===== src/verilog/lane_pkg.sv =====
package lane_pkg;

   ////////////////////
   // Lane geometry
   ////////////////////
   localparam int WORD_W      = 32;
   localparam int R_PORTS_NUM = 4;
   localparam int W_PORTS_NUM = 2;

   // Request to operand latency
   localparam int VRF_DELAY   = 3;
   // Write request to commit latency, equal to the memory read latency
   localparam int VMRF_DELAY  = 2;

   // Element width codes
   localparam logic [1:0] SEW_BYTE = 2'd0;
   localparam logic [1:0] SEW_HALF = 2'd1;
   localparam logic [1:0] SEW_WORD = 2'd2;

   // Write data source codes
   localparam logic SRC_ALU  = 1'b0;
   localparam logic SRC_LOAD = 1'b1;

   ////////////////////
   // Types
   ////////////////////

   // One VRF word seen as bytes or as halfwords
   typedef union packed {
      logic [WORD_W/8-1:0][7:0]  bytes;
      logic [WORD_W/16-1:0][15:0] halves;
   } lane_word_u;

   // ALU control of one lane group
   typedef struct packed {
      logic [5:0] opcode;
      logic       reduction;
      logic [1:0] read_sew;
      logic [1:0] write_sew;
      logic       read_vld;
   } alu_ctrl_t;

   // Write request of one write port
   typedef struct packed {
      logic                  src_sel;
      logic [WORD_W/8-1:0]   bwen;
      logic                  vmask;
      logic                  commit;
      logic                  req_ctrl;
      logic                  mask_wen;
      logic                  mask_bit;
   } wr_req_t;

endpackage


===== src/verilog/mask_file.sv =====
`timescale 1ns/10ps

module mask_file
   import lane_pkg::*;
   #(
   parameter int MASK_DEPTH = 32
   )
   (
   input  logic                                           clk_i,
   input  logic                                           rst_i,
   input  logic [W_PORTS_NUM-1:0][$clog2(MASK_DEPTH)-1:0] raddr_i,
   input  logic [W_PORTS_NUM-1:0][$clog2(MASK_DEPTH)-1:0] waddr_i,
   input  logic [W_PORTS_NUM-1:0]                         wbit_i,
   input  logic [W_PORTS_NUM-1:0]                         wen_i,
   output logic [W_PORTS_NUM-1:0]                         rbit_o
   );

   localparam int MW = $clog2(MASK_DEPTH);

   logic                           mask_mem [MASK_DEPTH];
   logic [W_PORTS_NUM-1:0][MW-1:0] raddr_q;
   logic [W_PORTS_NUM-1:0]         rbit_q;

   // Shared array, higher port wins on a clash
   always_ff @(posedge clk_i) begin
      for (int w = 0; w < W_PORTS_NUM; w++) begin
         if (wen_i[w]) begin
            mask_mem[waddr_i[w]] <= wbit_i[w];
         end
      end
   end

   // Two register stages so the bit lines up with the commit stage
   always_ff @(posedge clk_i) begin
      if (!rst_i) begin
         raddr_q <= '0;
      end else begin
         raddr_q <= raddr_i;
      end
   end

   always_ff @(posedge clk_i) begin
      for (int p = 0; p < W_PORTS_NUM; p++) begin
         rbit_q[p] <= mask_mem[raddr_q[p]];
      end
   end

   assign rbit_o = rbit_q;

endmodule


===== config.mk =====
export PLATFORM = sky130hd
export DESIGN_NAME = mask_file
export DESIGN_NICKNAME = d
export VERILOG_FILES = /design/src/verilog/lane_pkg.sv /design/src/verilog/mask_file.sv
export SDC_FILE = /design/constraint.sdc
export NUM_CORES = 1
export LEC_CHECK = 0
export ABC_AREA = 1
export BUFFER_PORTS_ARGS = -buffer_cell sky130_fd_sc_hd__buf_2
export CORE_MARGIN = 3
export CORE_UTILIZATION = 35
export DETAILED_ROUTE_END_ITERATION = 16
export PLACE_DENSITY_LB_ADDON = 0.3
export SKIP_LAST_GASP = 1
export SLEW_MARGIN = 0
export SYNTH_ARGS = -nofsm -noshare
export SYNTH_HDL_FRONTEND = slang
export SYNTH_SLANG_ARGS = --single-unit
export TNS_END_PERCENT = 1

===== constraint.sdc =====
create_clock -name clk_i -period 1.5 [get_ports clk_i]
set_clock_uncertainty 0.05 [all_clocks]
set_input_delay 0.225 -clock clk_i [delete_from_list [all_inputs] [get_ports clk_i]]
set_output_delay 0.225 -clock clk_i [all_outputs]
set_load 0.02 [all_outputs]

==> summary.log <==
[routing] total via count after detailed routing 2734
[setup_path] origin of the critical flop-to-flop path raddr_q[0]
[timing] RSZ-0062 raised after global routing no
[setup_path] slowest cell delay on critical path 0.35 ns
[synth] post-synthesis mux area share 0%
[grt] number of global-route vias before repair 2453
[hold_path] Min-Delay Path Class in2reg
[synth] number of warning messages in the yosys log 0
[pwr] power per cell area 842 mW/mm2
[setup_path] Critical Setup Path Class reg2reg
[final_layout] Post-layout nets 460
[final_layout] share of post-route cells with drive strength above 1 14.7%
[final_layout] number of inserted diodes 0
[synth] share of synthesized area occupied by flip-flops and latches 43.7%
[pwr] cell-internal power 2000 uW
[synth] Yosys reg bits 44
[hold_path] terminating pin of the worst hold path raddr_q[5]
[clock_network] setup bufs post-CTS 0
[clock_network] Sink Count 44
[die] starting density of the core 36.9%
[hold_path] Worst Hold Depth 3
[routing] First DRT Iteration DRCs 134
[setup_path] number of cells on the worst reg-to-reg path 9
[synth] number of synthesized flops with an enable pin 32
[grt] largest net degree at the start of global routing 33
[routing] routed wire length 7370 um
[synth] average size of a mapped cell 7.02 um2
[timing] post-route minimum period 1.26 ns
[clock_network] number of gates given a new drive strength after cts 0
[setup_path] reg-to-reg endpoint rbit_o[0]
[setup_path] CP delay by family, top simple AND/OR/NAND/NOR gates
[synth] fraction of the mapped netlist area in adder cells 0%
[pwr] relative contribution of sequential cells to total power 50.2%
[setup_path] most used cell, CP sky130_fd_sc_hd__nand2_1
[timing] Worst Tran Pin Value 0.579 ns
[die] vertical extent of the die 94.6 um
[routing] detailed-routing iteration count for the pre-antenna-repair pass 5
[synth] top cell type's share of synthesized area 34.9%
[routing] detail-routed net length per standard cell 13.8 um
[setup_path] CP cell instances buf_4 > nand2_1 > nand3_1 > nand3_1 > nand2_1 > nand2_1 > nand2_1 > nand2_1 > nand2_1
[clock_network] clock transition at the registers of the reported paths 0.09 ns
[placement] quantity of I/O buffers inserted on ports 27
[setup_path] maximum fanout along the worst path 16
[clock_network] hold_buf cts 0
[die] Die Footprint 0.00896 mm2
[pwr] logic gate share of total power 15.9%
[die] cell row count 31
[final_layout] final core utilization 43.6%
[synth] xor-xnor portion of the synthesized cell area 0%
[pwr] relative contribution of the clock network to total power 33.9%
[placement] dpl hpwl 5320 um
[pwr] fraction of power spent switching nets 26.9%
[synth] count of unique library cells instantiated by Yosys 15
[setup_path] data arrival time of the critical path 1.46 ns
[pwr] Leakage Power 0.00145 uW
[clock_network] Max Buffers Root-to-Sink 2
[timing] Period Utilization, post-route 84.2%
[routing] routed vias/inst 5.12
[synth] most used flip-flop cell after synthesis sky130_fd_sc_hd__edfxtp_1
[clock_network] CTS Root Cell sky130_fd_sc_hd__clkbuf_8
[synth] fraction of the mapped netlist area in compound gates 11.6%
[synth] main area contributors after synthesis sky130_fd_sc_hd__edfxtp_1 (35%), sky130_fd_sc_hd__nand2_1 (22%), sky130_fd_sc_hd__nand3_1 (11%)
[setup_path] startpoint class of the critical path flop
[setup_path] Buffers & Inverters on Critical Path 1
[die] core box area 0.00745 mm2
[placement] last weighted congestion value of the routability-driven placer 0.887
[synth] proportion of synthesized flip-flops having asynchronous set or reset 0%
[routing] Post-route DRC 0
[clock_network] CTS Buf Count 5
[pwr] worst IR drop on VDD 338 uV
[synth] leading post-synthesis cells by instance count sky130_fd_sc_hd__nand2_1 (164), sky130_fd_sc_hd__nand3_1 (59), sky130_fd_sc_hd__o21ai_0 (35), sky130_fd_sc_hd__edfxtp_1 (32), sky130_fd_sc_hd__inv_1 (30)
[synth] Synth Instances 392
[setup_path] worst-path cell with the longest stage delay sky130_fd_sc_hd__dfxtp_1
[grt] number of antenna violations at the first check in global routing 0
[final_layout] Filler Cells Inserted 791
[clock_network] CTS tree done
[synth] most frequent cell after synthesis sky130_fd_sc_hd__nand2_1
[synth] dominant cell type by area after synthesis sky130_fd_sc_hd__edfxtp_1
[timing] pins over their slew limit 0
[die] io pins 28
[routing] number of antenna-violating nets in the routed design 0
[clock_network] Skew-Pair Late Insertion Delay 0.30 ns
[synth] combinational family with the most area after synthesis simple AND/OR/NAND/NOR gates
[grt] all-layer global routing usage 17.3%
[timing] Finish-stage setup viols 0
[pwr] switching component of the power 735 uW
[die] overall die width 94.6 um
[grt] first-pass GRT wire length 12100 um
[synth] Mapped Area 0.00275 mm2
[outcome] result of the run complete, no violations
[timing] number of hold-slack violations in the final timing report 0
[timing] maximum frequency from static timing analysis 792 MHz
[grt] aggregate global routing overflow 0
[synth] simple-gate share of the synthesized area 37.1%
[setup_path] flop-to-flop setup slack 0.24 ns
[setup_path] nature of the critical path endpoint flop
[timing] Slew Limit Headroom 61.4%
[synth] Synthesized Nets 418
[clock_network] depth of the CTS H-tree 2
[setup_path] required time at the endpoint of the critical path 1.70 ns
[hold_path] startpoint of the worst hold path raddr_i[5]
[timing] sum of negative setup slack 0 ns
[final_layout] area of the multi-input gates 0.00134 mm2
[job] max capacitance violation total 0
[final_layout] synthesis-to-finish area growth 18.1%
[final_layout] Sequential cell area 0.00120 mm2
-- through the flow --
step	cell area [um2]	instances	worst slack [ns]	total power (uW)	hold slack, ns
floorplan	2750	392	0.272	1670	0.268
global placement	3140	526	0.0548	1820	0.359
detailed placement	3140	526	0.0270	1830	0.358
CTS	3250	534	0.256	2760	0.0510
global route	3250	534	0.155	2870	0.0567
finish	3250	534	0.237	2730	0.0562
-- power groups by stage --
stage	logic, uW	clock network, uW	registers [uW]
6_report	435	926	1370
3_5_place_dp	431	0	1400
3_3_place_gp	423	0	1400
5_1_grt	490	1000	1380
2_1_floorplan	269	0	1400
4_1_cts	433	949	1370
-- layout make-up --
cell class | instances | area share (%)
Clock inverter | 3 | 1.31
Multi-Input combinational cell | 300 | 41.3
Timing Repair Buffer | 50 | 10.6
Clock buffer | 5 | 2.12
Sequential cell | 44 | 37.0
Inverter | 33 | 3.82
Tap cell | 99 | 3.82
-- tightest hold or removal path, stage by stage --
cell,delay [ns]
sky130_fd_sc_hd__buf_2,0.07
sky130_fd_sc_hd__nand2_1,0.04
sky130_fd_sc_hd__inv_1,0.04
-- placed cells by master, fill, tap and decap left out, drive strengths merged --
cell and instances:
buf 50, bufinv 1, clkbuf 5, clkinv 2, dfxtp 12, edfxtp 32
inv 33, nand2 164, nand3 59, nor3 13, o21ai 64
-- kinds of logic after synthesis --
family	after synthesis
flops	44
buf+inv	48
compound gates	64
simple gates	236
-- flip-flops by register name (all words and copies together), names as in the netlist --
register and flops:
mask_mem 32, raddr_q 10, rbit_o 2
-- metal layers --
metal  vias up  part of all wire [%]  routed length, um  GRT usage, %
li1       1390                     -                  -             -
met5         -                     0                  0             0
met4         0                  0.95                 70          4.69
met2       124                    45               3300          27.8
met3         7                   6.8                501          3.03
met1      1213                    47               3500          23.9
-- worst max path at each step --
stage / start / end / slack (ns) / cells after the start
after floorplan: wen_i[1] / mask_mem[31] / 0.27 / 4
after global placement: wen_i[1] / mask_mem[3] / 0.05 / 5
after detailed placement: waddr_i[1] / mask_mem[1] / 0.03 / 4
after CTS: raddr_q[0] / rbit_o[0] / 0.26 / 9
after global routing: raddr_q[5] / rbit_o[1] / 0.15 / 9
final: raddr_q[0] / rbit_o[0] / 0.24 / 9
No activity file was read; power rests on OpenSTA's default activity.
