[config.mk]
export PLATFORM = sky130hd
export DESIGN_NAME = operand_stage
export DESIGN_NICKNAME = d
export VERILOG_FILES = /design/src/verilog/lane_pkg.sv /design/src/verilog/operand_stage.sv
export SDC_FILE = /design/constraint.sdc
export NUM_CORES = 1
export LEC_CHECK = 0
export BUFFER_PORTS_ARGS = -buffer_cell sky130_fd_sc_hd__buf_2
export CAP_MARGIN = 20
export CORE_ASPECT_RATIO = 2
export CORE_UTILIZATION = 48
export DETAILED_ROUTE_END_ITERATION = 8
export HOLD_SLACK_MARGIN = 0.15
export PLACE_DENSITY = 0.84
export SLEW_MARGIN = 20
export SYNTH_ARGS = -nofsm -noshare
export SYNTH_HDL_FRONTEND = slang
export SYNTH_SLANG_ARGS = --single-unit
[constraint.sdc]
create_clock -name clk_i -period 2.05 [get_ports clk_i]
set_input_delay 0.3075 -clock clk_i [delete_from_list [all_inputs] [get_ports clk_i]]
set_output_delay 0.3075 -clock clk_i [all_outputs]
set_load 0.02 [all_outputs]
[src/verilog/lane_pkg.sv]
package lane_pkg;

   ////////////////////
   // Lane geometry
   ////////////////////
   localparam int WORD_W      = 32;
   localparam int R_PORTS_NUM = 4;
   localparam int W_PORTS_NUM = 2;

   // Request to operand latency
   localparam int VRF_DELAY   = 3;
   // Write request to commit latency, equal to the memory read latency
   localparam int VMRF_DELAY  = 2;

   // Element width codes
   localparam logic [1:0] SEW_BYTE = 2'd0;
   localparam logic [1:0] SEW_HALF = 2'd1;
   localparam logic [1:0] SEW_WORD = 2'd2;

   // Write data source codes
   localparam logic SRC_ALU  = 1'b0;
   localparam logic SRC_LOAD = 1'b1;

   ////////////////////
   // Types
   ////////////////////

   // One VRF word seen as bytes or as halfwords
   typedef union packed {
      logic [WORD_W/8-1:0][7:0]  bytes;
      logic [WORD_W/16-1:0][15:0] halves;
   } lane_word_u;

   // ALU control of one lane group
   typedef struct packed {
      logic [5:0] opcode;
      logic       reduction;
      logic [1:0] read_sew;
      logic [1:0] write_sew;
      logic       read_vld;
   } alu_ctrl_t;

   // Write request of one write port
   typedef struct packed {
      logic                  src_sel;
      logic [WORD_W/8-1:0]   bwen;
      logic                  vmask;
      logic                  commit;
      logic                  req_ctrl;
      logic                  mask_wen;
      logic                  mask_bit;
   } wr_req_t;

endpackage

[src/verilog/operand_stage.sv]
`timescale 1ns/10ps

module operand_stage
   import lane_pkg::*;
   (
   input  logic                               clk_i,
   input  logic                               rst_i,
   input  logic [R_PORTS_NUM-1:0][WORD_W-1:0] rdata_i,
   input  logic [R_PORTS_NUM-1:0][1:0]        byte_sel_i,
   input  alu_ctrl_t [W_PORTS_NUM-1:0]        alu_ctrl_i,
   input  logic [$clog2(R_PORTS_NUM)-1:0]     store_sel_i,
   input  logic                               store_valid_i,
   output logic [W_PORTS_NUM-1:0][WORD_W-1:0] vs1_data_o,
   output logic [W_PORTS_NUM-1:0][WORD_W-1:0] vs2_data_o,
   output alu_ctrl_t [W_PORTS_NUM-1:0]        alu_ctrl_o,
   output logic [W_PORTS_NUM-1:0]             alu_vld_o,
   output logic [WORD_W-1:0]                  store_data_o,
   output logic                               store_data_valid_o
   );

   localparam int SW = $clog2(R_PORTS_NUM);

   typedef struct packed {
      logic [SW-1:0] sel;
      logic          vld;
   } store_ctrl_t;

   ////////////////////
   // Control pipeline
   ////////////////////
   alu_ctrl_t [VRF_DELAY-1:0][W_PORTS_NUM-1:0]   ctrl_q;
   store_ctrl_t [VRF_DELAY-1:0]                  st_q;
   // Byte selects only need to reach the raw data stage
   logic [VRF_DELAY-2:0][R_PORTS_NUM-1:0][1:0]   bsel_q;

   lane_word_u [R_PORTS_NUM-1:0]                 raw;
   logic [R_PORTS_NUM-1:0][WORD_W-1:0]           elem_d;
   logic [R_PORTS_NUM-1:0][WORD_W-1:0]           elem_q;
   logic [R_PORTS_NUM-1:0]                       elem_ld;

   always_ff @(posedge clk_i) begin
      if (!rst_i) begin
         ctrl_q <= '0;
         st_q   <= '0;
         bsel_q <= '0;
      end else begin
         ctrl_q <= {ctrl_q[VRF_DELAY-2:0], alu_ctrl_i};
         st_q   <= {st_q[VRF_DELAY-2:0], store_ctrl_t'({store_sel_i, store_valid_i})};
         bsel_q <= {bsel_q[VRF_DELAY-3:0], byte_sel_i};
      end
   end

   ////////////////////
   // Element extraction
   ////////////////////
   assign raw = rdata_i;

   // Width comes from the group that owns the port
   always_comb begin
      for (int p = 0; p < R_PORTS_NUM; p++) begin
         case (ctrl_q[VRF_DELAY-2][p/2].read_sew)
            SEW_BYTE: elem_d[p] = WORD_W'(raw[p].bytes[bsel_q[VRF_DELAY-2][p]]);
            SEW_HALF: elem_d[p] = WORD_W'(raw[p].halves[bsel_q[VRF_DELAY-2][p][0]]);
            SEW_WORD: elem_d[p] = raw[p];
            default:  elem_d[p] = '0;
         endcase
         // Load only for reads that someone asked for
         elem_ld[p] = ctrl_q[VRF_DELAY-2][p/2].read_vld
                    | (st_q[VRF_DELAY-2].vld && st_q[VRF_DELAY-2].sel == SW'(p));
      end
   end

   always_ff @(posedge clk_i) begin
      if (!rst_i) begin
         elem_q <= '0;
      end else begin
         for (int p = 0; p < R_PORTS_NUM; p++) begin
            if (elem_ld[p]) begin
               elem_q[p] <= elem_d[p];
            end
         end
      end
   end

   ////////////////////
   // Operand routing
   ////////////////////
   always_comb begin
      for (int g = 0; g < W_PORTS_NUM; g++) begin
         vs1_data_o[g] = elem_q[2*g];
         vs2_data_o[g] = elem_q[2*g+1];
         alu_vld_o[g]  = ctrl_q[VRF_DELAY-1][g].read_vld;
      end
   end

   assign alu_ctrl_o = ctrl_q[VRF_DELAY-1];

   // Store data taken from the registered elements
   assign store_data_o       = elem_q[st_q[VRF_DELAY-1].sel];
   assign store_data_valid_o = st_q[VRF_DELAY-1].vld;

endmodule

==> results of run 1 <==
report_power, final:
| group | total, mW | internal, mW | leakage, nW | switching [mW] |
|---|---|---|---|---|
| Clock | 4.33 | 2.62 | 0.364 | 1.71 |
| Combinational | 1.65 | 0.755 | 3.84 | 0.896 |
| Sequential | 4.68 | 4.52 | 1.84 | 0.159 |
state kept, by name, indices dropped and copies added, names as in the netlist:
signal	flops
ctrl_q	48
alu_ctrl_o	24
bsel_q	16
store_data_valid_o	1
vs1_data_o	64
vs2_data_o	64
st_q	8
through the flow:
stage,util [%],cell area [sq um]
after floorplan,-,10600
after global placement,57.7,12500
after detailed placement,57.7,12500
after CTS,66.0,14200
after global routing,66.2,14300
final,66.2,14300
worst reg2reg max path: stages (launching register included):
cell and delay [ns]:
dfxtp_1 0.37, nor3b_2 0.20, nor2_2 0.82, a221oi_1 0.14
nor3b_1 0.26
metal layers:
layer | routed length, microns | vias up | global-route usage (%)
li1 | - | 4593 | -
met1 | 13900 | 5005 | 38.0
met2 | 22300 | 743 | 66.5
met3 | 3570 | 218 | 7.11
met4 | 4480 | 2 | 33.3
met5 | 13 | - | 0
path summary, 6_finish.rpt:
| kind | cells past startpoint | end | slack, ns |
|---|---|---|---|
| setup / recovery | 3 | store_data_o[31] | -0.09 |
| hold / removal | 3 | vs2_data_o[29]$_SDFFE_PN0P_ | 0.17 |
| setup reg to reg | 4 | vs1_data_o[12]$_SDFFE_PN0P_ | 0.15 |
| hold reg to reg | 1 | st_q[3]$_SDFF_PN0_ | 0.43 |
synthesized netlist by cell type, drive strengths merged, types with 4 or more instances:
| cell type | number | share of area (%) |
|---|---|---|
| a221oi | 58 | 4.8 |
| mux2i | 62 | 5.8 |
| buf | 90 | 5.6 |
| o21ai | 37 | 1.7 |
| nor2b | 4 | 0.24 |
| or3 | 4 | 0.24 |
| nor3b | 29 | 2.5 |
| nand3 | 67 | 3.3 |
| dfxtp | 225 | 42 |
| and2 | 97 | 5.7 |
| mux4 | 32 | 6.8 |
| mux2 | 58 | 6.1 |
| nand2 | 99 | 3.5 |
| a21oi | 5 | 0.24 |
| nor2 | 33 | 1.5 |
| a21boi | 65 | 4.6 |
| o22ai | 31 | 1.8 |
| or3b | 4 | 0.33 |
| clkbuf | 31 | 1.1 |
| a32oi | 5 | 0.41 |
timing repair:
action,4_1_cts,5_1_grt
gates resized for setup,1,7
setup endpoints to repair,32,32
hold buffers,104,0
cloned,0,1
endpoints found under the hold margin,104,0
pin swaps,0,0
final cells by class:
type | instances | area share (%)
well taps | 273 | 2.39
inverters | 1 | 0.0262
multi-input cells | 707 | 37.9
repair buffers | 499 | 22.9
flip-flops and latches | 225 | 31.5
diodes | 1 | 0.0175
clock buffers | 28 | 4.07
clock inverters | 7 | 1.15
logic make-up (layout without fill, tap and decap cells):
group / count (synthesis) / after routing / share of synthesized area, %
flip-flops: 225 / 225 / 42.4
AND/OR/NAND/NOR: 347 / 347 / 18.0
AO/OA/AOI/OAI: 208 / 208 / 14.1
other: 0 / 1 / 0
buffers and inverters: 122 / 535 / 6.71
multiplexers: 152 / 152 / 18.8
==> results.yml, run 1 <==
status:
  status: "finished with violations"
  violations: "negative setup slack"
drt:
  drtAntennaViolNets: 0
  drt-total-wl_mm: 44.2
  drc: 0
  vias_per_cell: 6.07
  firstDrtPassIters: 5
  vias: 10561
  dr.first_iter.drc_count: 1137
  wl_per_cell_microns: 25.4
die:
  fp.dieW_microns: 107
  start_util_pct: 49.2
  dieArea_sq_um: 22800
  num_rows: 76
  io_pins: 352
  die_y_microns: 212
  core_sq_um: 21600
worst_setup_path:
  crit_type: "flip-flop to output pin"
  critPathRequiredTime_ns: 1.74
  worst-path-buf-inv: 2
  crit_fanout: 11
  max_stage_delay_ns: 0.53
  r2r-start: "st_q[3]$_SDFF_PN0_"
  end_kind: "output pin"
  critPathLaunchType: "flip-flop"
  critPathArrivalTime_ns: 1.83
  cp_cell_sequence: "buf_12 > mux4_2 > buf_2"
  slowest_stage: "mux4_2"
  critical-path-top-delay-family: "multiplexers"
  crit_start: "st_q[7]$_SDFF_PN0_"
power_and_ir_drop:
  ir_drop_v: 0.000819
  fin_total_pwr_mw: 10.7
  power.density_nw_per_um2: 745
  p_leak_nw: 6.05
timing:
  period_minus_slack_ns: 2.14
  tightestPinTransition_ns: 1.08
  max_freq_ghz: 0.467
  setup_ws_ns: -0.0915
  finClkSkew_ns: 0.0230
  maxSlewViolCount: 0
  fin_crit_sh_pct: 104
  rsz0062_at_grt: "true"
  holdWs_ns: 0.166
  setup_violations: 32
  fin_setup_tns_ns: -2.04
  relSlewSlack_pct: 28.0
  hold_viol_final: 0
final_layout:
  final_nets: 1619
  mostFrequentLayoutCell: "buf_2"
  seqCellArea_sq_um: 4510
  multi_input_area_sq_um: 5430
  drive_gt1_share_pct: 37.2
  final_cell_mix: "buf_2, dfxtp_1, dlygate4sd3_1"
  fin_cells: 1741
  fill_cells: 1618
  syn_to_final_growth_pct: 34.6
cts:
  cts_tree: "done"
  cts_sinks: 225
  cts_setup_buffers: 0
  clkTransAtPathRegs_ns: 0.07
  clock_tree.buffer_depth: 3
  insertion_delay_ns: 0.52
  cts_buffers: 20
  htreeDepth: 1
  root_buffer: "clkbuf_16"
logic_synthesis:
  ys_seq_area_share_pct: 42.4
  yosysWarnings: 0
  yosysUniqueCellTypes: 43
  synth-edff-count: 0
  async_reset_ff_share_pct: 0
  synth-main-ff-cell: "dfxtp_1"
  netlist_area_sq_um: 10600
  synth_fp_nets: 1219
  syn_inst: 1054
  ys_ff_latch: 225
  avgSynthCellArea_sq_um: 10.1
grt:
  grt_max_degree: 89
  grt_pass1_vias: 10455
  grt_first_pass_wirelength_mm: 63.4
  track_usage_pct: 38.1
  grt_overflow: 0
  antenna_found_initial: 1
placement:
  io_buffers: 351
  dp_hpwl_mm: 31.0
  gp_congestion: 0.958
  placedCellCount: 1600
  dp_slack_ns: 0.264
run:
  cap_viol_max_count: 0
worst_hold_path:
  hold_class: "input port to flip-flop"
  hp-start: "rdata_i[61]"
Power figures use the tool's default switching activity.
==> inputs of run 2 (changes only) <==
PLACE_DENSITY = default   (was 0.84)
PLACE_DENSITY_LB_ADDON = 0.08   (was default)
==> run 2 against run 1 <==
- the flow still finishes with violations (negative setup slack)
- sequential cell count stayed put
- final area is 3.7% higher
- first-iteration DRC count is 48% lower
- global-route usage is 0.50 points lower
- non-clock buffer count is 28 higher
- highest routed layer unchanged
==> results.yml, run 2 (synthesis gave the netlist of run 1 again) <==
status:
  status: "finished with violations"
  violations: "negative setup slack"
grt:
  grt_first_pass_wirelength_mm: 61.7
  track_usage_pct: 37.6
  grt_overflow: 0
  grt_pass1_vias: 10087
  antenna_found_initial: 5
  grt_max_degree: 89
final_layout:
  drive_gt1_share_pct: 37.5
  final_nets: 1648
  final_cell_mix: "buf_2, dfxtp_1, dlygate4sd3_1"
  mostFrequentLayoutCell: "buf_2"
  fin_area_sq_um: 14800
  fin_cells: 1774
  syn_to_final_growth_pct: 39.6
cts:
  htreeDepth: 1
  insertion_delay_ns: 0.53
  clkTransAtPathRegs_ns: 0.07
  cts_buffers: 21
  root_buffer: "clkbuf_16"
  cts_sinks: 225
  cts_tree: "done"
  clock_tree.buffer_depth: 3
die:
  dieArea_sq_um: 22800
  io_pins: 352
  die_y_microns: 212
  fp.dieW_microns: 107
  start_util_pct: 49.2
  num_rows: 76
  core_sq_um: 21600
worst_setup_path:
  critPathRequiredTime_ns: 1.74
  max_stage_delay_ns: 0.56
  critical-path-top-delay-family: "multiplexers"
  critPathLaunchType: "flip-flop"
  cp_cell_sequence: "buf_12 > mux4_2 > buf_6"
  worst-path-buf-inv: 2
  crit_fanout: 8
  slowest_stage: "mux4_2"
  critPathArrivalTime_ns: 1.89
  crit_type: "flip-flop to output pin"
  end_kind: "output pin"
timing:
  period_minus_slack_ns: 2.20
  relSlewSlack_pct: 53.1
  rsz0062_at_grt: "true"
  setup_violations: 32
  hold_viol_final: 0
  max_freq_ghz: 0.455
  fin_crit_sh_pct: 107
  tightestPinTransition_ns: 0.703
  holdWs_ns: 0.149
  finClkSkew_ns: 0.0328
  maxSlewViolCount: 0
  setup_ws_ns: -0.146
drt:
  wl_per_cell_microns: 24.4
  drc: 0
  vias: 10132
  dr.first_iter.drc_count: 596
  firstDrtPassIters: 5
  vias_per_cell: 5.71
  drtAntennaViolNets: 0
  drt-total-wl_mm: 43.2
placement:
  placedCellCount: 1607
  dp_hpwl_mm: 32.0
  dp_slack_ns: 0.116
  post_dp_cell_area_sq_um: 12500
  gp_congestion: 0.963
  io_buffers: 351
worst_hold_path:
  hold_class: "input port to flip-flop"
power_and_ir_drop:
  power.density_nw_per_um2: 730
  ir_drop_v: 0.000740
  p_leak_nw: 6.24
run:
  cap_viol_max_count: 0
run 2: area by class of cell:
type	count	area, sq um
clock buffers	26	584
multi-input cells	707	5440
fillers	1709	6750
repair buffers	527	3750
inverters	1	3.75
clock inverters	12	199
flip-flops and latches	225	4510
diodes	3	7.51
well taps	273	342
run 2: power by group:
part | total [mW] | switching [mW] | internal (mW)
clock | 4.44 | 1.77 | 2.67
sequential | 4.68 | 0.153 | 4.52
combinational | 1.70 | 0.888 | 0.816
total | 10.8 | 2.81 | 8.01
run 2: final timing paths:
check,startpoint,end,slack [ns],cells after the start
min reg2reg,ctrl_q[12]$_SDFF_PN0_,ctrl_q[36]$_SDFF_PN0_,0.41,1
max,st_q[7]$_SDFF_PN0_,store_data_o[9],-0.15,3
min,rdata_i[96],vs2_data_o[32]$_SDFFE_PN0P_,0.15,3
max reg2reg,ctrl_q[39]$_SDFF_PN0_,vs1_data_o[42]$_SDFFE_PN0P_,0.20,4
run 2: layer usage:
metal	part of all wire [%]	vias to the layer above	track usage, %	routed length (microns)
li1	-	4655	-	-
met1	32	4756	36.5	13800
met2	49	543	64.3	21300
met3	7.0	172	7.45	3040
met4	12	6	37.6	5030
met5	0.079	-	0	34
run 2: timing repair:
| action | CTS | global route |
|---|---|---|
| hold buffers | 123 | 0 |
| pin swaps | 0 | 0 |
| endpoints found under the setup margin | 32 | 33 |
| cloned | 2 | 1 |
| gates resized for setup | 33 | 33 |
| hold endpoints to repair | 123 | 0 |
| buffers inserted | 0 | 0 |
run 2: tightest hold or removal path, cell delays in order:
cell	delay, ns
buf_2	0.10
a221oi_1	0.12
o21ai_1	0.12
run 2: through the flow:
step	TNS, ns	util (%)	power [mW]
after floorplan	0	-	5.57
after global placement	0	58.0	6.20
after detailed placement	0	58.0	6.22
after CTS	-4.06	68.1	10.8
after global routing	-4.32	68.7	11.1
final	-3.55	68.7	10.8
