<file path="config.mk">
export PLATFORM = sky130hd
export DESIGN_NAME = write_stage
export DESIGN_NICKNAME = d
export VERILOG_FILES = /design/src/verilog/lane_pkg.sv /design/src/verilog/write_stage.sv
export SDC_FILE = /design/constraint.sdc
export NUM_CORES = 1
export LEC_CHECK = 0
export ABC_AREA = 1
export BUFFER_PORTS_ARGS = -buffer_cell sky130_fd_sc_hd__buf_2
export CORE_ASPECT_RATIO = 0.7
export CORE_UTILIZATION = 40
export DETAILED_ROUTE_END_ITERATION = 8
export GPL_TIMING_DRIVEN = 1
export PLACE_DENSITY = 0.67
export SETUP_SLACK_MARGIN = 0.5
export SYNTH_ARGS = -nofsm -noshare
export SYNTH_HDL_FRONTEND = slang
export SYNTH_SLANG_ARGS = --single-unit
</file>
<file path="constraint.sdc">
create_clock -name clk_i -period 0.9 [get_ports clk_i]
set_input_delay 0.18 -clock clk_i [delete_from_list [all_inputs] [get_ports clk_i]]
set_output_delay 0.18 -clock clk_i [all_outputs]
set_load 0.005 [all_outputs]
</file>
<file path="src/verilog/lane_pkg.sv">
package lane_pkg;

   ////////////////////
   // Lane geometry
   ////////////////////
   localparam int WORD_W      = 32;
   localparam int R_PORTS_NUM = 4;
   localparam int W_PORTS_NUM = 2;

   // Request to operand latency
   localparam int VRF_DELAY   = 3;
   // Write request to commit latency, equal to the memory read latency
   localparam int VMRF_DELAY  = 2;

   // Element width codes
   localparam logic [1:0] SEW_BYTE = 2'd0;
   localparam logic [1:0] SEW_HALF = 2'd1;
   localparam logic [1:0] SEW_WORD = 2'd2;

   // Write data source codes
   localparam logic SRC_ALU  = 1'b0;
   localparam logic SRC_LOAD = 1'b1;

   ////////////////////
   // Types
   ////////////////////

   // One VRF word seen as bytes or as halfwords
   typedef union packed {
      logic [WORD_W/8-1:0][7:0]  bytes;
      logic [WORD_W/16-1:0][15:0] halves;
   } lane_word_u;

   // ALU control of one lane group
   typedef struct packed {
      logic [5:0] opcode;
      logic       reduction;
      logic [1:0] read_sew;
      logic [1:0] write_sew;
      logic       read_vld;
   } alu_ctrl_t;

   // Write request of one write port
   typedef struct packed {
      logic                  src_sel;
      logic [WORD_W/8-1:0]   bwen;
      logic                  vmask;
      logic                  commit;
      logic                  req_ctrl;
      logic                  mask_wen;
      logic                  mask_bit;
   } wr_req_t;

endpackage

</file>
<file path="src/verilog/write_stage.sv">
`timescale 1ns/10ps

module write_stage
   import lane_pkg::*;
   #(
   parameter int MEM_DEPTH  = 64,
   parameter int MASK_DEPTH = 32
   )
   (
   input  logic                                           clk_i,
   input  logic                                           rst_i,
   input  logic [W_PORTS_NUM-1:0][$clog2(MEM_DEPTH)-1:0]  waddr_i,
   input  wr_req_t [W_PORTS_NUM-1:0]                      wr_req_i,
   input  logic [W_PORTS_NUM-1:0][WORD_W-1:0]             alu_res_i,
   input  logic [WORD_W-1:0]                              load_data_i,
   input  logic [W_PORTS_NUM-1:0][$clog2(MASK_DEPTH)-1:0] mask_addr_i,
   input  logic [W_PORTS_NUM-1:0]                         mask_bit_i,
   output logic [W_PORTS_NUM-1:0][$clog2(MEM_DEPTH)-1:0]  vrf_waddr_o,
   output logic [W_PORTS_NUM-1:0][WORD_W-1:0]             vrf_wdata_o,
   output logic [W_PORTS_NUM-1:0][WORD_W/8-1:0]           vrf_bwen_o,
   output logic [W_PORTS_NUM-1:0][$clog2(MASK_DEPTH)-1:0] mask_waddr_o,
   output logic [W_PORTS_NUM-1:0]                         mask_wbit_o,
   output logic [W_PORTS_NUM-1:0]                         mask_wen_o
   );

   localparam int AW = $clog2(MEM_DEPTH);
   localparam int MW = $clog2(MASK_DEPTH);

   typedef struct packed {
      logic [AW-1:0]     waddr;
      logic [WORD_W-1:0] wdata;
      logic [MW-1:0]     maddr;
   } wr_payload_t;

   wr_payload_t [W_PORTS_NUM-1:0]                  pay_d;
   wr_payload_t [VMRF_DELAY-1:0][W_PORTS_NUM-1:0]  pay_q;
   wr_req_t [VMRF_DELAY-1:0][W_PORTS_NUM-1:0]      req_q;
   logic [W_PORTS_NUM-1:0]                         commit_en;
   logic [W_PORTS_NUM-1:0][WORD_W/8-1:0]           masked_bwen;

   ////////////////////
   // Data select
   ////////////////////
   always_comb begin
      for (int p = 0; p < W_PORTS_NUM; p++) begin
         pay_d[p].waddr = waddr_i[p];
         pay_d[p].maddr = mask_addr_i[p];
         pay_d[p].wdata = (wr_req_i[p].src_sel == SRC_LOAD) ? load_data_i : alu_res_i[p];
      end
   end

   ////////////////////
   // Delay line
   ////////////////////
   always_ff @(posedge clk_i) begin
      pay_q <= {pay_q[VMRF_DELAY-2:0], pay_d};
   end

   always_ff @(posedge clk_i) begin
      if (!rst_i) begin
         req_q <= '0;
      end else begin
         req_q <= {req_q[VMRF_DELAY-2:0], wr_req_i};
      end
   end

   ////////////////////
   // Commit stage
   ////////////////////

   // Mask bit read for this request arrives together with it
   always_comb begin
      for (int p = 0; p < W_PORTS_NUM; p++) begin
         commit_en[p]   = req_q[VMRF_DELAY-1][p].commit | req_q[VMRF_DELAY-1][p].req_ctrl;
         masked_bwen[p] = req_q[VMRF_DELAY-1][p].bwen;
         if (req_q[VMRF_DELAY-1][p].vmask) begin
            masked_bwen[p] = masked_bwen[p] & {(WORD_W/8){mask_bit_i[p]}};
         end
         vrf_bwen_o[p]   = commit_en[p] ? masked_bwen[p] : '0;
         mask_wen_o[p]   = req_q[VMRF_DELAY-1][p].mask_wen & commit_en[p];
         mask_wbit_o[p]  = req_q[VMRF_DELAY-1][p].mask_bit;
         vrf_waddr_o[p]  = pay_q[VMRF_DELAY-1][p].waddr;
         vrf_wdata_o[p]  = pay_q[VMRF_DELAY-1][p].wdata;
         mask_waddr_o[p] = pay_q[VMRF_DELAY-1][p].maddr;
      end
   end

endmodule
</file>
==> impl_metrics.tcl, run 1 <==
set metrics [dict create \
    cts_tree "yes" \
    drcViolationCount 0 \
    dr.pass1.iters 4 \
    placed_cells 949 \
    syn2layout_area_growth_pct 26.7 \
    dp_slack_ns -0.0467 \
    leakage_nw 4.21 \
    drv_slew 0 \
    layout-drive-gt1-share_pct 59.4 \
    period_share_pct 147 \
    final-instance-count-excl-fill 984 \
    clk_pin_slew_ns 0.06 \
    end_kind "primary output" \
    grt_usage_pct 13.4 \
    drv_cap 0 \
    synthArstFlopShare_pct 0 \
    drtIter0Drc 137 \
    insertion_delay_ns 0.48 \
    fp-row-count 38 \
    yosysWarningCount 0 \
    fin_nets 913 \
    hold_violations 104 \
    yosysSeqAreaShare_pct 64.8 \
    cts_setup_buffers 0 \
    grt_pass1_vias 3557 \
    die_w_microns 153 \
    reg2regPathDepth 2 \
    avgSynthCellArea_sq_um 10.6 \
    cp_max_fo 5 \
    synth_top_area_share_pct 64.8 \
    setup_ws_ns -0.424 \
    start_util_pct 41.2 \
    power.density_mw_per_mm2 2380 \
    rsz0062_at_grt "yes" \
    grt_first_pass_wirelength_mm 17.4 \
    hold_ws_ns -0.201 \
    io-pin-count 240 \
    fin_util_pct 52.2 \
    avgRoutedWirePerCell_microns 11.6 \
    syn_area_sq_mm 0.00642 \
    synth_area_leaders "dfxtp_1 (65%), buf_4 (11%), o21ai_2 (8.0%)" \
    setup_tns_ns -18.93 \
    gp_congestion 0.775 \
    synth_fp_nets 746 \
    yosysMostFrequentCell "dfxtp_1" \
    min_from "waddr_i[7]" \
    dieArea_sq_mm 0.0166 \
    critPathKind "reg -> out" \
    ys_types 10 \
    finClkSkew_ns 0.00899 \
    place_area_sq_mm 0.00735 \
    finalPower_mw 19.4 \
    r2r_slack_ns 0.39 \
    via_per_inst 3.97 \
    port-buffer-count 239 \
    n_antenna_cell 0 \
    crit_end "vrf_bwen_o[2]" \
    cts_buffers 20 \
    synth-edff-count 0 \
    violations "hold timing, setup timing" \
    tightest_slew_ns 0.361 \
    synth_area_leader_cell "dfxtp_1" \
    status "complete, but fails checks" \
    required_ns 0.72 \
    reg2reg_from "req_q[6]" \
    startpoint_type "flop" \
    period_needed_ns 1.32 \
    critPathLaunch "req_q[22]" \
    max-slew-margin-rel_pct 75.9 \
    cts.sinks 208 \
    dr_total_vias 3907 \
    dp.final_hpwl_mm 8.18 \
    ys_ff_latch 208 \
    arrival_ns 1.14 \
    r2r-end "req_q[26]" \
    grt_max_degree 37 \
    cts_max_path_buffers 3 \
    overflow 0 \
    antenna_found_initial 0 \
    min_path_type "in -> reg" \
    synth_commonest_cells "dfxtp_1 (208), nand2_1 (110), inv_1 (104), buf_4 (92), o21ai_2 (59)" \
    setup-violations-final 98 \
    ys.flop_type "dfxtp_1" \
    fmax_ghz 0.755 \
    coreArea_sq_mm 0.0156 \
    ir_drop_mv 1.41 \
    routed_wl_mm 11.4 \
    final_area_sq_mm 0.00814 \
    ant_nets 0 \
    die_h_microns 108 \
    netlist_instances 604 \
    root_buffer "clkbuf_16" \
    htreeDepth 1 \
]
[worst min-delay path by stage]
stage / to / slack [ns] / depth (start not counted)
floorplan: pay_q[0] / 0.21 / 0
global placement: pay_q[81] / 0.28 / 1
detailed placement: pay_q[81] / 0.28 / 1
CTS: pay_q[1] / -0.22 / 1
global route: pay_q[1] / -0.23 / 1
finish: pay_q[81] / -0.20 / 1
[final cells by class]
type                    instances  area [sq um]
inverters                     104           390
fillers                      1393          7460
well taps                     200           250
clock inverters                 6          40.0
repair buffers                251          1440
clock buffers                  29           596
flip-flops and latches        208          4230
multi-input cells             186          1190
[flip-flops by register name, summed over array words and instances, names as in the netlist]
name and flops:
mask_waddr_o 10, mask_wbit_o 2, pay_q 86, req_q 34, vrf_waddr_o 12, vrf_wdata_o 64
[where the power goes]
part | switching [mW] | internal, mW | leakage, nW
Combinational | 0.692 | 0.745 | 2.16
Sequential | 0.152 | 9.87 | 1.75
Clock | 3.33 | 4.61 | 0.301
Total | 4.18 | 15.2 | 4.21
[metal layers]
metal	up-vias	wire length [microns]	global-route usage, %
met4	0	225	4.50
met3	17	1170	5.37
li1	2033	-	-
met1	1700	4920	16.3
met2	157	5070	21.8
met5	-	0	0
[repair_timing]
item,CTS,global route
gates resized for setup,17,50
endpoints found under the hold margin,104,104
endpoints found under the setup margin,151,170
pin swaps,3,0
[cells by family after synthesis]
kind of cell | after synthesis | share of synthesized area, %
DFF | 208 | 64.8
AOI/OAI and AO/OA | 64 | 8.44
buffers and inverters | 210 | 19.6
and+or+nand+nor | 122 | 7.13
[worst max-delay path, cell delays in order, from the launching register on]
cell     delay (ns)
dfxtp_2        0.32
nor2_4         0.17
nor2_1         0.06
buf_2          0.12
[layout by cell type (no fill, tap or decap), types with 5 or more instances in the layout]
cell | synthesis | final
dfxtp_1 | 208 | 156
o21ai_2 | 59 | 59
inv_1 | 104 | 102
nor2_1 | 12 | 8
buf_4 | 92 | 10
nand2_2 | 0 | 67
buf_6 | 10 | 14
buf_2 | 0 | 222
nand2_1 | 110 | 43
o21ai_1 | 0 | 5
clkbuf_16 | 0 | 21
buf_12 | 1 | 5
dfxtp_2 | 0 | 52
(Power assumes the default switching activity.)
==> run 2, diff against run 1 <==
Settings changed: BUFFER_PORTS_ARGS -buffer_cell sky130_fd_sc_hd__buf_2 to -buffer_cell sky130_fd_sc_hd__buf_4, PLACE_DENSITY 0.67 to 0.72.
==> run 2 against run 1 <==
Net effect:
- the flow still finishes with violations (hold timing, setup timing)
- via count is 0.20% higher
- design area up 10%
- hold slack worse by 0.0061 ns
- sequential share of layout area shrank 4.1 points
- flip-flop and latch count stayed put
- clock skew about the same
- highest routed layer unchanged
==> impl_metrics.tcl, run 2 (synthesized netlist as in run 1, its figures left out) <==
set metrics [dict create \
    min_path_type "in -> reg" \
    drcViolationCount 0 \
    die_w_microns 153 \
    grt_pass1_vias 3706 \
    register_area_sq_mm 0.00429 \
    syn2layout_area_growth_pct 39.6 \
    largest_register_ffs 86 \
    fin_nets 912 \
    grt_usage_pct 14.2 \
    cpLargestDelayFamily "flip-flops" \
    ant_nets 0 \
    multi_input_area_sq_mm 0.00119 \
    arrival_ns 1.18 \
    hold_violations 104 \
    rsz0062_at_grt "yes" \
    fp-row-count 38 \
    via_per_inst 3.98 \
    cp_max_fo 5 \
    ir_drop_mv 1.21 \
    io-pin-count 240 \
    drtIter0Drc 118 \
    required_ns 0.72 \
    layout-drive-gt1-share_pct 66.2 \
    dp.final_hpwl_mm 8.68 \
    critPathKind "reg -> out" \
    crit_buf_inv 1 \
    startpoint_type "flop" \
    final_common_cell "buf_4" \
    finClkSkew_ns 0.00932 \
    grt_first_pass_wirelength_mm 18.4 \
    coreArea_sq_mm 0.0156 \
    max_stage_delay_ns 0.33 \
    n_antenna_cell 0 \
    largest-register "pay_q" \
    period_needed_ns 1.36 \
    avgRoutedWirePerCell_microns 12.3 \
    routed_wl_mm 12.1 \
    setup-violations-final 98 \
    period_share_pct 151 \
    power.density_mw_per_mm2 2230 \
    fin_util_pct 57.5 \
    worstPathCellList "nor2_4 > nor2_1 > buf_4" \
    overflow 0 \
    cts_buffers 20 \
    critPathSlowestCell "dfxtp_2" \
    drv_slew 0 \
    dieArea_sq_mm 0.0166 \
    nFillCells 1313 \
    setup_tns_ns -20.67 \
    hold_ws_ns -0.207 \
    dr_wl_met3_mm 1.21 \
    violations "hold timing, setup timing" \
    gp_congestion 0.747 \
    cts_max_path_buffers 3 \
    antenna_found_initial 0 \
    place_area_sq_mm 0.00792 \
    cts_tree "yes" \
    top_layer "met4" \
    end_kind "primary output" \
    tightest_slew_ns 0.365 \
    mostFrequentLayoutCells "buf_4 (174), dfxtp_2 (104), dfxtp_1 (104)" \
    setup_ws_ns -0.462 \
    die_h_microns 108 \
    dr_total_vias 3915 \
    cts.sinks 208 \
    fmax_ghz 0.734 \
    port-buffer-count 239 \
    htreeDepth 1 \
    insertion_delay_ns 0.49 \
    wl_met2_mm 5.61 \
    dr.pass1.iters 4 \
    grt_max_degree 37 \
    wl_met1_mm 5.06 \
    final_area_sq_mm 0.00897 \
    status "complete, but fails checks" \
    clk_pin_slew_ns 0.07 \
    leakage_nw 4.46 \
    drv_cap 0 \
    root_buffer "clkbuf_16" \
    max-slew-margin-rel_pct 75.6 \
    start_util_pct 41.2 \
]
## run 2: routing by layer
| metal | GRT usage (%) | up-vias |
|---|---|---|
| met4 | 4.57 | 0 |
| li1 | - | 2035 |
| met1 | 17.0 | 1705 |
| met5 | 0 | - |
| met3 | 5.97 | 21 |
| met2 | 23.1 | 154 |
## run 2: final cells by class
class                      instances  share of cell area, %
clock inverter                    10                   1.13
clock buffer                      26                   6.05
timing repair buffer             250                   24.5
multi-input combinational        186                   13.3
inverter                         104                   4.35
tap                              200                   2.79
sequential                       208                   47.9
## run 2: worst register-to-register path, stage by stage (launching register included)
cell and delay (ns):
dfxtp_2 0.32, nand2_2 0.06, inv_1 0.04
## run 2: what timing repair did
action / CTS / global route
buffers inserted: 0 / 0
endpoints found under the setup margin: 134 / 179
hold endpoints to repair: 104 / 104
cloned: 0 / 0
gates resized for setup: 92 / 85
pin swaps: 2 / 5
## run 2: final timing paths
kind                             startpoint               to  slack [ns]  cells past startpoint
worst max-delay path              req_q[32]    vrf_bwen_o[6]       -0.46                      3
worst min-delay path            waddr_i[11]        pay_q[85]       -0.21                      1
worst max register to register    req_q[12]        req_q[32]        0.39                      2
worst min register to register    pay_q[21]  vrf_wdata_o[16]        0.32                      0
## run 2: metrics by stage
step / setup WS, ns / std cells / hold slack [ns] / power (mW)
2_1_floorplan: 0.206 / 604 / 0.208 / 11.2
3_3_place_gp: 0.0571 / 948 / 0.285 / 11.9
3_5_place_dp: 0.0547 / 948 / 0.285 / 11.9
4_1_cts: -0.482 / 984 / -0.233 / 20.2
5_1_grt: -0.538 / 984 / -0.233 / 20.9
6_report: -0.462 / 984 / -0.207 / 20.0
## run 2: power by group
group | total [mW] | switching (mW) | internal, mW
combinational | 1.84 | 0.699 | 1.14
clock | 8.05 | 3.44 | 4.61
sequential | 10.1 | 0.209 | 9.91
==> run 3, diff against run 2 <==
Settings changed: CORE_UTILIZATION 40 to 43, PLACE_DENSITY 0.72 to 0.76, SKIP_LAST_GASP set to 1.
==> run 3 against run 2 <==
Net effect:
- the run still ends with hold timing, setup timing left
- clock skew grew 0.0085 ns
- global-route usage up 1.4 points
- total power fell by 2.4%
- maximum frequency rose by 0.40%
- register-to-register slack barely moved
- hold slack improved by 0.0024 ns
- combinational power about the same
- non-clock buffer count grew 1
- critical path type unchanged
==> impl_metrics.tcl, run 3 (synthesized netlist as in run 1, its figures left out) <==
set metrics [dict create \
    status "complete, but fails checks" \
    violations "hold timing, setup timing" \
    insertion_delay_ns 0.48 \
    setup-violations-final 98 \
    routed_wl_mm 12.1 \
    drv_slew 0 \
    die_h_microns 104 \
    grt_first_pass_wirelength_mm 18.9 \
    power.density_mw_per_mm2 2200 \
    root_buffer "clkbuf_16" \
    via_per_inst 4.10 \
    leakage_nw 4.44 \
    dr.pass1.iters 3 \
    start_util_pct 45.1 \
    coreArea_sq_mm 0.0142 \
    required_ns 0.72 \
    grt_usage_pct 15.5 \
    cts_tree "yes" \
    ir_drop_mv 1.19 \
    port-buffer-count 239 \
    gp_congestion 0.778 \
    dieArea_sq_mm 0.0154 \
    avgRoutedWirePerCell_microns 12.5 \
    io-pin-count 240 \
    mostFrequentLayoutCells "buf_4 (172), dfxtp_1 (132), inv_1 (101)" \
    grt_max_degree 37 \
    largest_register_ffs 86 \
    dp.final_hpwl_mm 9.04 \
    syn2layout_area_growth_pct 38.4 \
    final_area_sq_mm 0.00889 \
    setup_ws_ns -0.457 \
    ant_nets 0 \
    finClkSkew_ns 0.0178 \
    antenna_found_initial 0 \
    hold_violations 104 \
    reg2regPathDepth 2 \
    tightest_slew_ns 0.366 \
    finalPower_mw 19.5 \
    grt_pass1_vias 3907 \
    end_kind "primary output" \
    fmax_ghz 0.737 \
    critPathKind "reg -> out" \
    overflow 0 \
    drv_cap 0 \
    cts_setup_buffers 0 \
    htreeDepth 1 \
    setup_tns_ns -19.75 \
    drcViolationCount 0 \
    die_w_microns 148 \
    r2r_slack_ns 0.40 \
    cp_max_fo 5 \
    hold_ws_ns -0.204 \
    min_path_type "in -> reg" \
    arrival_ns 1.18 \
    largest-register "pay_q" \
    drtIter0Drc 63 \
    fp-row-count 36 \
    cts_max_path_buffers 3 \
    whs_path_depth 1 \
    cts.sinks 208 \
    cts_buffers 19 \
    final_common_cell "buf_4" \
    rsz0062_at_grt "yes" \
    startpoint_type "flop" \
    dr_total_vias 3976 \
    n_antenna_cell 0 \
    period_needed_ns 1.36 \
    place_area_sq_mm 0.00793 \
    layout-drive-gt1-share_pct 62.8 \
    dp_slack_ns 0.0206 \
    fin_nets 912 \
    period_share_pct 151 \
    clk_pin_slew_ns 0.06 \
    max-slew-margin-rel_pct 75.6 \
]
## run 3: stage by stage
| stage | util [%] | cells |
|---|---|---|
| 6_report | 62.5 | 970 |
| 5_1_grt | 62.5 | 970 |
| 4_1_cts | 61.3 | 970 |
| 3_5_place_dp | 55.7 | 939 |
| 3_3_place_gp | 55.7 | 939 |
| 2_1_floorplan | - | 604 |
## run 3: report_power, final
part           leakage (nW)  internal (mW)  switching, mW
clock network         0.282           4.35           3.22
logic                  2.41           1.15          0.703
registers              1.76           9.90          0.207
## run 3: repair_timing
item	CTS	global route
gates cloned	0	0
gates resized for setup	78	78
pin swaps	6	9
endpoints found under the hold margin	104	104
endpoints found under the setup margin	138	183
## run 3: area by class of cell
| class | instances | area [sq um] |
|---|---|---|
| fill | 1161 | 5340 |
| sequential | 208 | 4260 |
| timing repair buffer | 251 | 2220 |
| multi-input combinational | 186 | 1200 |
| clock buffer | 27 | 526 |
| inverter | 104 | 390 |
| tap | 190 | 238 |
| clock inverter | 4 | 52.6 |
## run 3: path summary, 6_finish.rpt
kind                                      from             end
worst max-delay path                 req_q[32]   vrf_bwen_o[6]
worst min-delay path            mask_addr_i[2]        pay_q[2]
worst max register to register       req_q[13]       req_q[33]
worst min register to register       pay_q[37]  vrf_waddr_o[0]
## run 3: layer usage
metal / vias to the layer above / share of wire, % / routed length, microns / global-route usage [%]
met5: - / 0 / 0 / 0
met4: 0 / 2.5 / 301 / 4.27
met3: 22 / 9.9 / 1200 / 6.45
met2: 154 / 47 / 5740 / 26.9
met1: 1767 / 40 / 4880 / 17.4
li1: 2033 / - / - / -
## run 3: worst max-delay path: stages, from the launching register on
cell and delay, ns:
dfxtp_2 0.33, nor2_4 0.16, nor2_1 0.07, buf_4 0.13
